**config.mk**
```make
export PLATFORM = sky130hd
export DESIGN_NAME = cpu
export DESIGN_NICKNAME = d
export VERILOG_FILES = /design/src/source/isa_pkg.sv /design/src/source/ctrl_pkg.sv /design/src/source/register_file.sv /design/src/source/datapath.sv /design/src/source/instruction_unit.sv /design/src/source/address_unit.sv /design/src/source/control_fsm.sv /design/src/source/cpu.sv
export SDC_FILE = /design/constraint.sdc
export NUM_CORES = 1
export LEC_CHECK = 0
export ABC_AREA = 1
export BUFFER_PORTS_ARGS = -buffer_cell sky130_fd_sc_hd__buf_2
export CAP_MARGIN = 20
export CORE_UTILIZATION = 29
export DETAILED_ROUTE_END_ITERATION = 12
export GPL_TIMING_DRIVEN = 0
export PLACE_DENSITY_LB_ADDON = 0.2
export SETUP_SLACK_MARGIN = 0.2
export SLEW_MARGIN = 20
export SYNTH_ARGS = -nofsm -noshare
export SYNTH_HDL_FRONTEND = slang
export SYNTH_SLANG_ARGS = --single-unit
export TNS_END_PERCENT = 20
```
**constraint.sdc**
```tcl
create_clock -name clk -period 4.45 [get_ports clk]
set_input_delay 0.6675 -clock clk [delete_from_list [all_inputs] [get_ports clk]]
set_output_delay 0.6675 -clock clk [all_outputs]
set_load 0.1 [all_outputs]
```
**src/source/isa_pkg.sv**
```systemverilog
// Instruction set package with field types, opcodes, shift, ALU and branch condition codes
package isa_pkg;

   localparam int WORD_W = 16;
   localparam int REG_IDX_W = 3;
   localparam int PC_W = 8;
   localparam int ADDR_W = 9;
   localparam int NUM_REGS = 8;

   typedef logic [WORD_W-1:0] word_t;
   typedef logic [REG_IDX_W-1:0] reg_idx_t;
   typedef logic [PC_W-1:0] pc_t;
   typedef logic [ADDR_W-1:0] addr_t;

   // Major opcode in bits 15 to 13
   typedef enum logic [2:0] {
      OPC_B    = 3'b001,
      OPC_LDR  = 3'b011,
      OPC_STR  = 3'b100,
      OPC_ALU  = 3'b101,
      OPC_MOV  = 3'b110,
      OPC_HALT = 3'b111
   } opcode_t;

   // Sub-operation in bits 12 to 11
   typedef logic [1:0] op_t;

   localparam op_t OP_ADD = 2'b00;
   localparam op_t OP_CMP = 2'b01;
   localparam op_t OP_AND = 2'b10;
   localparam op_t OP_MVN = 2'b11;
   localparam op_t OP_MOV_REG = 2'b00;
   localparam op_t OP_MOV_IMM = 2'b10;

   // Applied to the second operand only
   typedef enum logic [1:0] {
      SH_NONE = 2'b00,
      SH_LSL  = 2'b01,
      SH_LSR  = 2'b10,
      SH_ASR  = 2'b11
   } shift_t;

   // Carried in the Rn field of a branch
   typedef enum logic [2:0] {
      COND_AL = 3'b000,
      COND_EQ = 3'b001,
      COND_NE = 3'b010,
      COND_LT = 3'b011,
      COND_LE = 3'b100
   } cond_t;

   typedef logic [2:0] status_t;

   localparam int STATUS_Z = 2;
   localparam int STATUS_N = 1;
   localparam int STATUS_V = 0;

endpackage

```
**src/source/ctrl_pkg.sv**
```systemverilog
// Controller package with state encoding, memory commands and write-back source select
package ctrl_pkg;

   localparam int STATE_W = 4;

   typedef enum logic [STATE_W-1:0] {
      st_reset      = 4'd0,
      st_fetch      = 4'd1,
      st_load_ir    = 4'd2,
      st_decode     = 4'd3,
      st_read       = 4'd4,
      st_execute    = 4'd5,
      st_write_back = 4'd6,
      st_mov_imm    = 4'd7,
      st_addr_calc  = 4'd8,
      st_addr_load  = 4'd9,
      st_mem_read   = 4'd10,
      st_store      = 4'd11,
      st_branch     = 4'd12,
      st_halt       = 4'd13
   } state_t;

   typedef enum logic [1:0] {
      MEM_WRITE = 2'b00,
      MEM_READ  = 2'b01
   } mem_cmd_t;

   typedef enum logic [1:0] {
      VSEL_ALU = 2'b00,
      VSEL_IMM = 2'b01,
      VSEL_MEM = 2'b10
   } vsel_t;

endpackage

```
**src/source/register_file.sv**
```systemverilog
// Register file of eight 16-bit registers with two read ports and one write port
`timescale 1ns/10ps

module register_file (
   input  logic              clk,
   input  logic              reg_write,
   input  isa_pkg::reg_idx_t write_num,
   input  isa_pkg::word_t    write_value,
   input  isa_pkg::reg_idx_t read_num_a,
   input  isa_pkg::reg_idx_t read_num_b,
   output isa_pkg::word_t    value_a,
   output isa_pkg::word_t    value_b
);

   isa_pkg::word_t regs [isa_pkg::NUM_REGS];

   always_ff @(posedge clk) begin
      if (reg_write) begin
         regs[write_num] <= write_value;
      end
   end

   // Reads are combinational
   assign value_a = regs[read_num_a];
   assign value_b = regs[read_num_b];

   a_write_num_known: assert property (@(posedge clk)
      reg_write |-> !$isunknown(write_num));

endmodule

```
**src/source/datapath.sv**
```systemverilog
// Datapath with operand registers, shifter, ALU, status flags and result register
`timescale 1ns/10ps

module datapath (
   input  logic              clk,
   input  logic              reset,
   input  logic              load_a,
   input  logic              load_b,
   input  logic              load_c,
   input  logic              asel,
   input  logic              bsel,
   input  logic              load_status,
   input  logic              reg_write,
   input  ctrl_pkg::vsel_t   vsel,
   input  isa_pkg::reg_idx_t read_num_a,
   input  isa_pkg::reg_idx_t read_num_b,
   input  isa_pkg::reg_idx_t write_num,
   input  isa_pkg::shift_t   shift,
   input  isa_pkg::op_t      op,
   input  isa_pkg::word_t    sximm5,
   input  isa_pkg::word_t    sximm8,
   input  isa_pkg::word_t    read_data,
   output isa_pkg::word_t    result,
   output isa_pkg::status_t  status
);

   isa_pkg::word_t value_a;
   isa_pkg::word_t value_b;
   isa_pkg::word_t write_value;
   isa_pkg::word_t reg_a;
   isa_pkg::word_t reg_b;
   isa_pkg::word_t b_shifted;
   isa_pkg::word_t ain;
   isa_pkg::word_t bin;
   isa_pkg::word_t alu_out;
   logic overflow;

   register_file rf0 (
      .clk(clk), .reg_write(reg_write), .write_num(write_num), .write_value(write_value),
      .read_num_a(read_num_a), .read_num_b(read_num_b), .value_a(value_a), .value_b(value_b)
   );

   always_comb begin
      case (vsel)
         ctrl_pkg::VSEL_IMM: write_value = sximm8;
         ctrl_pkg::VSEL_MEM: write_value = read_data;
         default:            write_value = result;
      endcase
   end

   always_ff @(posedge clk) begin
      if (load_a) begin
         reg_a <= value_a;
      end
      if (load_b) begin
         reg_b <= value_b;
      end
      if (load_c) begin
         result <= alu_out;
      end
   end

   always_comb begin
      case (shift)
         isa_pkg::SH_LSL: b_shifted = reg_b << 1;
         isa_pkg::SH_LSR: b_shifted = reg_b >> 1;
         isa_pkg::SH_ASR: b_shifted = $signed(reg_b) >>> 1;
         default:         b_shifted = reg_b;
      endcase
   end

   assign ain = asel ? '0 : reg_a;
   assign bin = bsel ? sximm5 : b_shifted;

   always_comb begin
      case (op)
         isa_pkg::OP_ADD: alu_out = ain + bin;
         isa_pkg::OP_CMP: alu_out = ain - bin;
         isa_pkg::OP_AND: alu_out = ain & bin;
         default:         alu_out = ~bin;
      endcase
   end

   // Signed overflow of the subtraction
   assign overflow = (ain[isa_pkg::WORD_W-1] ^ bin[isa_pkg::WORD_W-1])
                   & (alu_out[isa_pkg::WORD_W-1] ^ ain[isa_pkg::WORD_W-1]);

   always_ff @(posedge clk) begin
      if (reset) begin
         status <= '0;
      end else if (load_status) begin
         status[isa_pkg::STATUS_Z] <= (alu_out == '0);
         status[isa_pkg::STATUS_N] <= alu_out[isa_pkg::WORD_W-1];
         status[isa_pkg::STATUS_V] <= overflow;
      end
   end

endmodule

```
**src/source/instruction_unit.sv**
```systemverilog
// Instruction register with field decode, immediate sign extension and branch decision
`timescale 1ns/10ps

module instruction_unit (
   input  logic              clk,
   input  logic              load_ir,
   input  isa_pkg::word_t    read_data,
   input  isa_pkg::status_t  status,
   output isa_pkg::opcode_t  opcode,
   output isa_pkg::op_t      op,
   output isa_pkg::reg_idx_t rn,
   output isa_pkg::reg_idx_t rd,
   output isa_pkg::reg_idx_t rm,
   output isa_pkg::shift_t   shift,
   output isa_pkg::word_t    sximm5,
   output isa_pkg::word_t    sximm8,
   output isa_pkg::pc_t      branch_offset,
   output logic              branch_taken
);

   isa_pkg::word_t ir;
   logic shift_used;
   logic less_than;

   always_ff @(posedge clk) begin
      if (load_ir) begin
         ir <= read_data;
      end
   end

   assign opcode = isa_pkg::opcode_t'(ir[15:13]);
   assign op = ir[12:11];
   assign rn = ir[10:8];
   assign rd = ir[7:5];
   assign rm = ir[2:0];

   // Bits 4 to 3 are offset bits in loads and stores
   assign shift_used = (opcode == isa_pkg::OPC_ALU) || (opcode == isa_pkg::OPC_MOV);
   assign shift = shift_used ? isa_pkg::shift_t'(ir[4:3]) : isa_pkg::SH_NONE;

   assign sximm5 = {{11{ir[4]}}, ir[4:0]};
   assign sximm8 = {{8{ir[7]}}, ir[7:0]};
   assign branch_offset = ir[7:0];

   assign less_than = status[isa_pkg::STATUS_N] ^ status[isa_pkg::STATUS_V];

   always_comb begin
      case (isa_pkg::cond_t'(rn))
         isa_pkg::COND_AL: branch_taken = 1'b1;
         isa_pkg::COND_EQ: branch_taken = status[isa_pkg::STATUS_Z];
         isa_pkg::COND_NE: branch_taken = !status[isa_pkg::STATUS_Z];
         isa_pkg::COND_LT: branch_taken = less_than;
         isa_pkg::COND_LE: branch_taken = less_than || status[isa_pkg::STATUS_Z];
         default:          branch_taken = 1'b0;
      endcase
   end

endmodule

```
**src/source/address_unit.sv**
```systemverilog
// Program counter, data address register and memory address select
`timescale 1ns/10ps

module address_unit (
   input  logic           clk,
   input  logic           load_pc,
   input  logic           reset_pc,
   input  logic           take_branch,
   input  logic           branch_taken,
   input  isa_pkg::pc_t   branch_offset,
   input  logic           load_addr,
   input  logic           addr_sel,
   input  isa_pkg::addr_t data_addr_in,
   output isa_pkg::addr_t mem_addr
);

   isa_pkg::pc_t pc;
   isa_pkg::pc_t next_pc;
   isa_pkg::addr_t data_addr;

   // Branch offset applies to the already incremented PC
   always_comb begin
      if (reset_pc) begin
         next_pc = '0;
      end else if (take_branch) begin
         next_pc = branch_taken ? pc + branch_offset : pc;
      end else begin
         next_pc = pc + 1'b1;
      end
   end

   always_ff @(posedge clk) begin
      if (load_pc) begin
         pc <= next_pc;
      end
      if (load_addr) begin
         data_addr <= data_addr_in;
      end
   end

   assign mem_addr = addr_sel ? {1'b0, pc} : data_addr;

endmodule

```
**src/source/control_fsm.sv**
```systemverilog
// Multicycle controller that sequences fetch, decode and execute of each instruction
`timescale 1ns/10ps

module control_fsm (
   input  logic               clk,
   input  logic               reset,
   input  isa_pkg::opcode_t   opcode,
   input  isa_pkg::op_t       op,
   input  isa_pkg::reg_idx_t  rn,
   input  isa_pkg::reg_idx_t  rd,
   input  isa_pkg::reg_idx_t  rm,
   output logic               load_ir,
   output logic               load_pc,
   output logic               reset_pc,
   output logic               take_branch,
   output logic               load_addr,
   output logic               addr_sel,
   output logic               load_a,
   output logic               load_b,
   output logic               load_c,
   output logic               asel,
   output logic               bsel,
   output logic               load_status,
   output logic               reg_write,
   output ctrl_pkg::vsel_t    vsel,
   output isa_pkg::reg_idx_t  read_num_a,
   output isa_pkg::reg_idx_t  read_num_b,
   output isa_pkg::reg_idx_t  write_num,
   output ctrl_pkg::mem_cmd_t mem_cmd,
   output logic               halt
);

   ctrl_pkg::state_t state;
   ctrl_pkg::state_t next_state;
   logic is_mem_op;
   logic is_cmp;

   assign is_mem_op = (opcode == isa_pkg::OPC_LDR) || (opcode == isa_pkg::OPC_STR);
   assign is_cmp = (opcode == isa_pkg::OPC_ALU) && (op == isa_pkg::OP_CMP);

   always_ff @(posedge clk) begin
      if (reset) begin
         state <= ctrl_pkg::st_reset;
      end else begin
         state <= next_state;
      end
   end

   always_comb begin
      next_state = ctrl_pkg::st_halt;
      case (state)
         ctrl_pkg::st_reset:   next_state = ctrl_pkg::st_fetch;
         ctrl_pkg::st_fetch:   next_state = ctrl_pkg::st_load_ir;
         ctrl_pkg::st_load_ir: next_state = ctrl_pkg::st_decode;
         ctrl_pkg::st_decode: begin
            case (opcode)
               isa_pkg::OPC_MOV: begin
                  if (op == isa_pkg::OP_MOV_IMM) begin
                     next_state = ctrl_pkg::st_mov_imm;
                  end else if (op == isa_pkg::OP_MOV_REG) begin
                     next_state = ctrl_pkg::st_read;
                  end
               end
               isa_pkg::OPC_ALU: next_state = ctrl_pkg::st_read;
               isa_pkg::OPC_LDR: next_state = ctrl_pkg::st_read;
               isa_pkg::OPC_STR: next_state = ctrl_pkg::st_read;
               isa_pkg::OPC_B:   next_state = ctrl_pkg::st_branch;
               default:          next_state = ctrl_pkg::st_halt;
            endcase
         end
         ctrl_pkg::st_read:
            next_state = is_mem_op ? ctrl_pkg::st_addr_calc : ctrl_pkg::st_execute;
         // CMP only updates the flags
         ctrl_pkg::st_execute:
            next_state = is_cmp ? ctrl_pkg::st_fetch : ctrl_pkg::st_write_back;
         ctrl_pkg::st_write_back: next_state = ctrl_pkg::st_fetch;
         ctrl_pkg::st_mov_imm:    next_state = ctrl_pkg::st_fetch;
         ctrl_pkg::st_addr_calc:  next_state = ctrl_pkg::st_addr_load;
         ctrl_pkg::st_addr_load:
            next_state = (opcode == isa_pkg::OPC_STR) ? ctrl_pkg::st_store
                                                      : ctrl_pkg::st_mem_read;
         // Load data shows up one cycle after the address goes out
         ctrl_pkg::st_mem_read:   next_state = ctrl_pkg::st_write_back;
         ctrl_pkg::st_store:      next_state = ctrl_pkg::st_fetch;
         ctrl_pkg::st_branch:     next_state = ctrl_pkg::st_fetch;
         default:                 next_state = ctrl_pkg::st_halt;
      endcase
   end

   always_comb begin
      load_ir = 1'b0;
      load_pc = 1'b0;
      reset_pc = 1'b0;
      take_branch = 1'b0;
      load_addr = 1'b0;
      addr_sel = 1'b1;
      load_a = 1'b0;
      load_b = 1'b0;
      load_c = 1'b0;
      asel = 1'b0;
      bsel = 1'b0;
      load_status = 1'b0;
      reg_write = 1'b0;
      vsel = ctrl_pkg::VSEL_ALU;
      read_num_a = rn;
      read_num_b = rm;
      write_num = rd;
      mem_cmd = ctrl_pkg::MEM_READ;
      halt = 1'b0;
      case (state)
         ctrl_pkg::st_reset: begin
            load_pc = 1'b1;
            reset_pc = 1'b1;
         end
         ctrl_pkg::st_load_ir: begin
            load_ir = 1'b1;
            load_pc = 1'b1;
         end
         ctrl_pkg::st_read: begin
            load_a = 1'b1;
            load_b = 1'b1;
            // A store carries its data register in Rd
            if (opcode == isa_pkg::OPC_STR) begin
               read_num_b = rd;
            end
         end
         ctrl_pkg::st_execute: begin
            load_c = 1'b1;
            asel = (opcode == isa_pkg::OPC_MOV);
            load_status = is_cmp;
         end
         ctrl_pkg::st_write_back: begin
            reg_write = 1'b1;
            vsel = (opcode == isa_pkg::OPC_LDR) ? ctrl_pkg::VSEL_MEM : ctrl_pkg::VSEL_ALU;
         end
         ctrl_pkg::st_mov_imm: begin
            reg_write = 1'b1;
            vsel = ctrl_pkg::VSEL_IMM;
            write_num = rn;
         end
         ctrl_pkg::st_addr_calc: begin
            load_c = 1'b1;
            bsel = 1'b1;
         end
         // Address moves out of C while store data moves into it
         ctrl_pkg::st_addr_load: begin
            load_addr = 1'b1;
            load_c = 1'b1;
            asel = 1'b1;
         end
         ctrl_pkg::st_mem_read: addr_sel = 1'b0;
         ctrl_pkg::st_store: begin
            addr_sel = 1'b0;
            mem_cmd = ctrl_pkg::MEM_WRITE;
         end
         ctrl_pkg::st_branch: begin
            load_pc = 1'b1;
            take_branch = 1'b1;
         end
         ctrl_pkg::st_halt: halt = 1'b1;
         default: ;
      endcase
   end

   a_no_write_clash: assert property (@(posedge clk) disable iff (reset)
      !(reg_write && (mem_cmd == ctrl_pkg::MEM_WRITE)));

   a_halt_sticky: assert property (@(posedge clk) disable iff (reset)
      halt |=> halt);

endmodule

```
**src/source/cpu.sv**
```systemverilog
// Processor top level joining controller, instruction unit, datapath and address unit
`timescale 1ns/10ps

module cpu (
   input  logic               clk,
   input  logic               reset,
   input  isa_pkg::word_t     read_data,
   output ctrl_pkg::mem_cmd_t mem_cmd,
   output isa_pkg::addr_t     mem_addr,
   output isa_pkg::word_t     write_data,
   output logic               halt
);

   logic load_ir;
   logic load_pc;
   logic reset_pc;
   logic take_branch;
   logic load_addr;
   logic addr_sel;
   logic load_a;
   logic load_b;
   logic load_c;
   logic asel;
   logic bsel;
   logic load_status;
   logic reg_write;
   ctrl_pkg::vsel_t vsel;
   isa_pkg::reg_idx_t read_num_a;
   isa_pkg::reg_idx_t read_num_b;
   isa_pkg::reg_idx_t write_num;

   // Decoded instruction fields
   isa_pkg::opcode_t opcode;
   isa_pkg::op_t op;
   isa_pkg::reg_idx_t rn;
   isa_pkg::reg_idx_t rd;
   isa_pkg::reg_idx_t rm;
   isa_pkg::shift_t shift;
   isa_pkg::word_t sximm5;
   isa_pkg::word_t sximm8;
   isa_pkg::pc_t branch_offset;
   logic branch_taken;
   isa_pkg::status_t status;

   control_fsm fsm0 (
      .clk(clk), .reset(reset), .opcode(opcode), .op(op), .rn(rn), .rd(rd), .rm(rm),
      .load_ir(load_ir), .load_pc(load_pc), .reset_pc(reset_pc), .take_branch(take_branch),
      .load_addr(load_addr), .addr_sel(addr_sel), .load_a(load_a), .load_b(load_b),
      .load_c(load_c), .asel(asel), .bsel(bsel), .load_status(load_status),
      .reg_write(reg_write), .vsel(vsel), .read_num_a(read_num_a), .read_num_b(read_num_b),
      .write_num(write_num), .mem_cmd(mem_cmd), .halt(halt)
   );

   instruction_unit iu0 (
      .clk(clk), .load_ir(load_ir), .read_data(read_data), .status(status),
      .opcode(opcode), .op(op), .rn(rn), .rd(rd), .rm(rm), .shift(shift),
      .sximm5(sximm5), .sximm8(sximm8), .branch_offset(branch_offset),
      .branch_taken(branch_taken)
   );

   datapath dp0 (
      .clk(clk), .reset(reset), .load_a(load_a), .load_b(load_b), .load_c(load_c),
      .asel(asel), .bsel(bsel), .load_status(load_status), .reg_write(reg_write),
      .vsel(vsel), .read_num_a(read_num_a), .read_num_b(read_num_b), .write_num(write_num),
      .shift(shift), .op(op), .sximm5(sximm5), .sximm8(sximm8), .read_data(read_data),
      .result(write_data), .status(status)
   );

   // Low bits of C serve as the data address
   address_unit au0 (
      .clk(clk), .load_pc(load_pc), .reset_pc(reset_pc), .take_branch(take_branch),
      .branch_taken(branch_taken), .branch_offset(branch_offset), .load_addr(load_addr),
      .addr_sel(addr_sel), .data_addr_in(write_data[isa_pkg::ADDR_W-1:0]),
      .mem_addr(mem_addr)
   );

endmodule

```
==> summary by stage <==
GRT
The number of antenna violations at the first check in global routing is 0. Global routing finished with a remaining overflow of 0. The maximum number of pins on one net before global-route repair is 23. In the global route stage, overall resource usage came out at 19.6%.

The first global-routing pass estimated approximately 60000 um of wire. The via count of the first global-routing pass is 9689.

Final layout
Summing all multi-input logic gate instances after layout gives 4940 um^2. Measured on the finished design, the core utilization comes to around a third. The number of inserted diodes is 0. The total non-filler cell area in the finished layout is approximately 14000 um^2.

The share of post-route cells with drive strength above 1 is 15.9%. Across the whole layout, storage elements account for 6420 um^2. The fill cell instance count of the final layout is around 4100. The final layout contains 1429 nets.

Compared with the post-synthesis result, the final layout area differs by 18.7%.

Placed design
The final estimated routing congestion in global placement is 0.905. During placement, the flow inserted port buffers numbering 44. The post-detailed-placement half-perimeter wirelength is 30000 um.

In this run the cell area measured after placement is 12900 um^2.

Critical path
The delay of the slowest cell on the worst path is 0.40 ns. The maximum fanout encountered on the critical timing path is 8. The startpoint class of the critical path is a register. The critical path required time is about 4.9 ns. The endpoint kind of the worst setup timing path is a register.

The worst reg-to-reg path cell count is 30. The slowest cell on the critical path is sky130_fd_sc_hd__edfxtp_1. The cell type with the highest occurrence count on the critical path is sky130_fd_sc_hd__nand2_2. Data arrives at the worst endpoint at around 4.6 ns. The startpoint-to-endpoint class of the critical path is register to register.

Route
The via density per instance is a little over 5. The number of optimization iterations in the first detailed-route pass is 5. In the routed design, unresolved DRC markers number 0.

The number of violations reported at the end of detailed-routing iteration 0 is 995. The number of vias in the routed layout is about 10000. The post-detailed-route count of antenna-violating nets is 0. The routed length per instance is around 21 um.

The total routed wirelength is 41300 um.

STA
Setup repair after global routing could not meet its margin everywhere. For this run, the top clock speed supported by timing is between 200 and 250 MHz. At the pin with the least slew margin, the transition time is 0.988 ns. The number of hold violations in the final report is 0.

The final setup violation count is 0. Subtracting the final worst setup slack from the clock period gives 4.13 ns. The worst pin sits at a relative slew slack of around a third. The worst path uses 92.9% of the clock period.

The number of slew-limit violations in the final report came to 0. Clock skew on the completed layout was measured at between 0.02 and 0.03 ns.

Floorplan
In this run the vertical extent of the chip is between 200 and 250 um. The area of the die is approximately 42000 um^2. The top-level I/O count is between 40 and 50. The starting density of the core is between 20% and 30%. The die is slightly above 200 um wide. The initialized floorplan defines 73 standard-cell rows. The core region is about 40000 um^2.

Logic synthesis
The post-synthesis average cell area is around 9.3 um^2. The total nets after synthesis is between 1000 and 1500. The post-synthesis async set-or-reset flop share is 0%. Synthesis inferred 216 register bits. The prevailing post-synth register cell is sky130_fd_sc_hd__edfxtp_1. The synthesized design contains between 200 and 250 enable-type register cells.

The synthesized netlist occupies a cell area of approximately 12000 um^2. The number of different library cells in the post-synthesis netlist is around 50. The number of warnings printed during yosys synthesis is 0. The synthesized instance count is roughly 1300. The part of the Yosys area used for sequential elements is a little over half.

Hold path
The type of the worst min-delay path is input port to register. Along the worst hold path, the cell count comes to 1.

Clocking
The maximum level of the CTS H-tree is 1. Clock latency on the worst-skew pair, taken at its later pin, is ~0.56 ns. The root cell of the clock tree is sky130_fd_sc_hd__clkbuf_16. The number of buffers created by CTS is 25. The register clock-pin slew on the reported worst setup and hold paths is ~0.06 ns. The number of hold buffers added after CTS was 0.

The total clock sinks is about 220. The TritonCTS clock tree is yes. The clock passes through at most 3 buffers.

Power
The maximum resistive drop on vdd is between 0.3 and 0.4 mV. The power density relative to cell area is 612 nW/um^2. In this run the static leakage power is around 5.3 nW. Overall power consumption after layout is estimated at roughly 8.6 mW.

Run
The number of maximum-capacitance constraint violations is 0.

Run status
The flow ran to the end, and the final reports show no timing, DRC or antenna violations.
-- layout by cell type, fill, tap and decap left out, types with 10 or more instances in the layout --
master	count
sky130_fd_sc_hd__edfxtp_1	209
sky130_fd_sc_hd__nand2_1	207
sky130_fd_sc_hd__nor2_1	162
sky130_fd_sc_hd__inv_1	120
sky130_fd_sc_hd__o21ai_0	82
sky130_fd_sc_hd__a21oi_1	56
sky130_fd_sc_hd__buf_2	48
sky130_fd_sc_hd__clkbuf_1	46
sky130_fd_sc_hd__nand3_1	44
sky130_fd_sc_hd__a22oi_1	31
sky130_fd_sc_hd__a31oi_1	30
sky130_fd_sc_hd__buf_4	29
sky130_fd_sc_hd__clkbuf_16	25
sky130_fd_sc_hd__ha_1	24
sky130_fd_sc_hd__o21bai_1	22
sky130_fd_sc_hd__nand4_1	21
sky130_fd_sc_hd__o211ai_1	20
sky130_fd_sc_hd__o22ai_1	19
sky130_fd_sc_hd__xor2_1	18
sky130_fd_sc_hd__nand2_2	14
sky130_fd_sc_hd__o21ai_1	14
sky130_fd_sc_hd__inv_2	13
sky130_fd_sc_hd__nor2_4	13
sky130_fd_sc_hd__nor2_2	13
sky130_fd_sc_hd__clkinv_1	10
-- per-stage QoR --
step / std cells / setup TNS, ns / hold WS, ns / setup WS, ns
2_1_floorplan: 1278 / 0 / 0.452 / 0.696
3_3_place_gp: 1847 / -0.268 / 0.465 / -0.202
3_5_place_dp: 1852 / -0.288 / 0.471 / -0.185
4_1_cts: 1914 / 0 / 0.308 / 0.208
5_1_grt: 1925 / 0 / 0.310 / 0.0965
6_report: 1925 / 0 / 0.328 / 0.317
-- worst max-delay path: cells and delay by family, from the launching register on --
kind,cells,cell delay (ns)
compound gates,3,0.46
simple gates,20,1.96
flops,1,0.40
xor+xnor,2,0.34
buf+inv,4,0.57
fa+ha+maj,1,0.33
-- synth_stat cells, drive strengths merged (2+ instances only) --
| cell | count | share of area [%] |
|---|---|---|
| a211oi | 3 | 0.19 |
| a21o | 4 | 0.25 |
| a21oi | 62 | 2.7 |
| a221oi | 3 | 0.22 |
| a22oi | 31 | 2.0 |
| a31oi | 31 | 1.6 |
| a32oi | 2 | 0.15 |
| buf | 12 | 0.75 |
| clkbuf | 44 | 1.4 |
| clkinv | 2 | 0.063 |
| dfxtp | 7 | 1.2 |
| edfxtp | 209 | 53 |
| fa | 2 | 0.34 |
| ha | 27 | 2.8 |
| inv | 133 | 4.2 |
| mux2 | 7 | 0.66 |
| nand2 | 223 | 7.2 |
| nand3 | 54 | 2.6 |
| nand3b | 4 | 0.25 |
| nand4 | 21 | 1.1 |
| nor2 | 188 | 6.3 |
| nor3 | 10 | 0.42 |
| o211ai | 20 | 1.3 |
| o21a | 2 | 0.13 |
| o21ai | 101 | 4.4 |
| o21bai | 22 | 1.4 |
| o221ai | 2 | 0.15 |
| o22ai | 19 | 1.0 |
| o31ai | 4 | 0.25 |
| or2 | 3 | 0.16 |
| xnor2 | 4 | 0.30 |
| xor2 | 18 | 1.3 |
-- where the power goes --
| part | total [mW] | switching [mW] | leakage (nW) | internal [mW] |
|---|---|---|---|---|
| Combinational | 3.92 | 2.74 | 2.97 | 1.18 |
| Clock | 2.00 | 0.845 | 0.373 | 1.15 |
| Sequential | 2.71 | 0.131 | 1.95 | 2.57 |
-- metal layers --
metal / track usage, % / part of all wire [%]
met1: 26.8 / 45
met3: 2.58 / 6.3
met2: 31.5 / 46
met4: 6.93 / 3.2
met5: 0 / 0
-- path summary, 6_finish.rpt --
kind | from | endpoint | slack (ns)
hold / removal | read_data[1] | iu0.ir[1] | 0.33
setup / recovery | iu0.ir[14] | dp0.status[2] | 0.32
setup reg to reg | iu0.ir[14] | dp0.status[2] | 0.32
hold reg to reg | dp0.status[0] | dp0.status[0] | 0.49
-- final cells by class --
| type | count | area share (%) |
|---|---|---|
| flip-flops and latches | 216 | 45.6 |
| multi-input cells | 871 | 35.1 |
| well taps | 525 | 4.66 |
| clock buffers | 30 | 4.57 |
| repair buffers | 77 | 3.65 |
| inverters | 135 | 3.60 |
| plain buffers | 56 | 1.87 |
| clock inverters | 15 | 0.986 |
-- logic make-up after synthesis --
logic type | share of synthesized area [%]
XOR/XNOR | 1.62
multiplexers | 0.665
AND/OR/NAND/NOR | 18.1
flip-flops | 54.1
other | 0.0316
AO/OA/AOI/OAI | 15.9
buffers and inverters | 6.41
adder cells (fa/ha/maj) | 3.19
-- registers in the layout, indices dropped and copies added (netlist names) --
name           count
dp0.result        16
au0.data_addr      9
iu0.ir            16
dp0.status         3
dp0.rf0.regs     128
fsm0.state         4
au0.pc             8
dp0.reg_b         16
dp0.reg_a         16
-- timing repair --
| item | in CTS | in global routing |
|---|---|---|
| gates resized for setup | 20 | 46 |
| endpoints found under the setup margin | 6 | 6 |
| pin swaps | 18 | 34 |
| setup buffers | 17 | 11 |
Power figures use the tool's default switching activity.
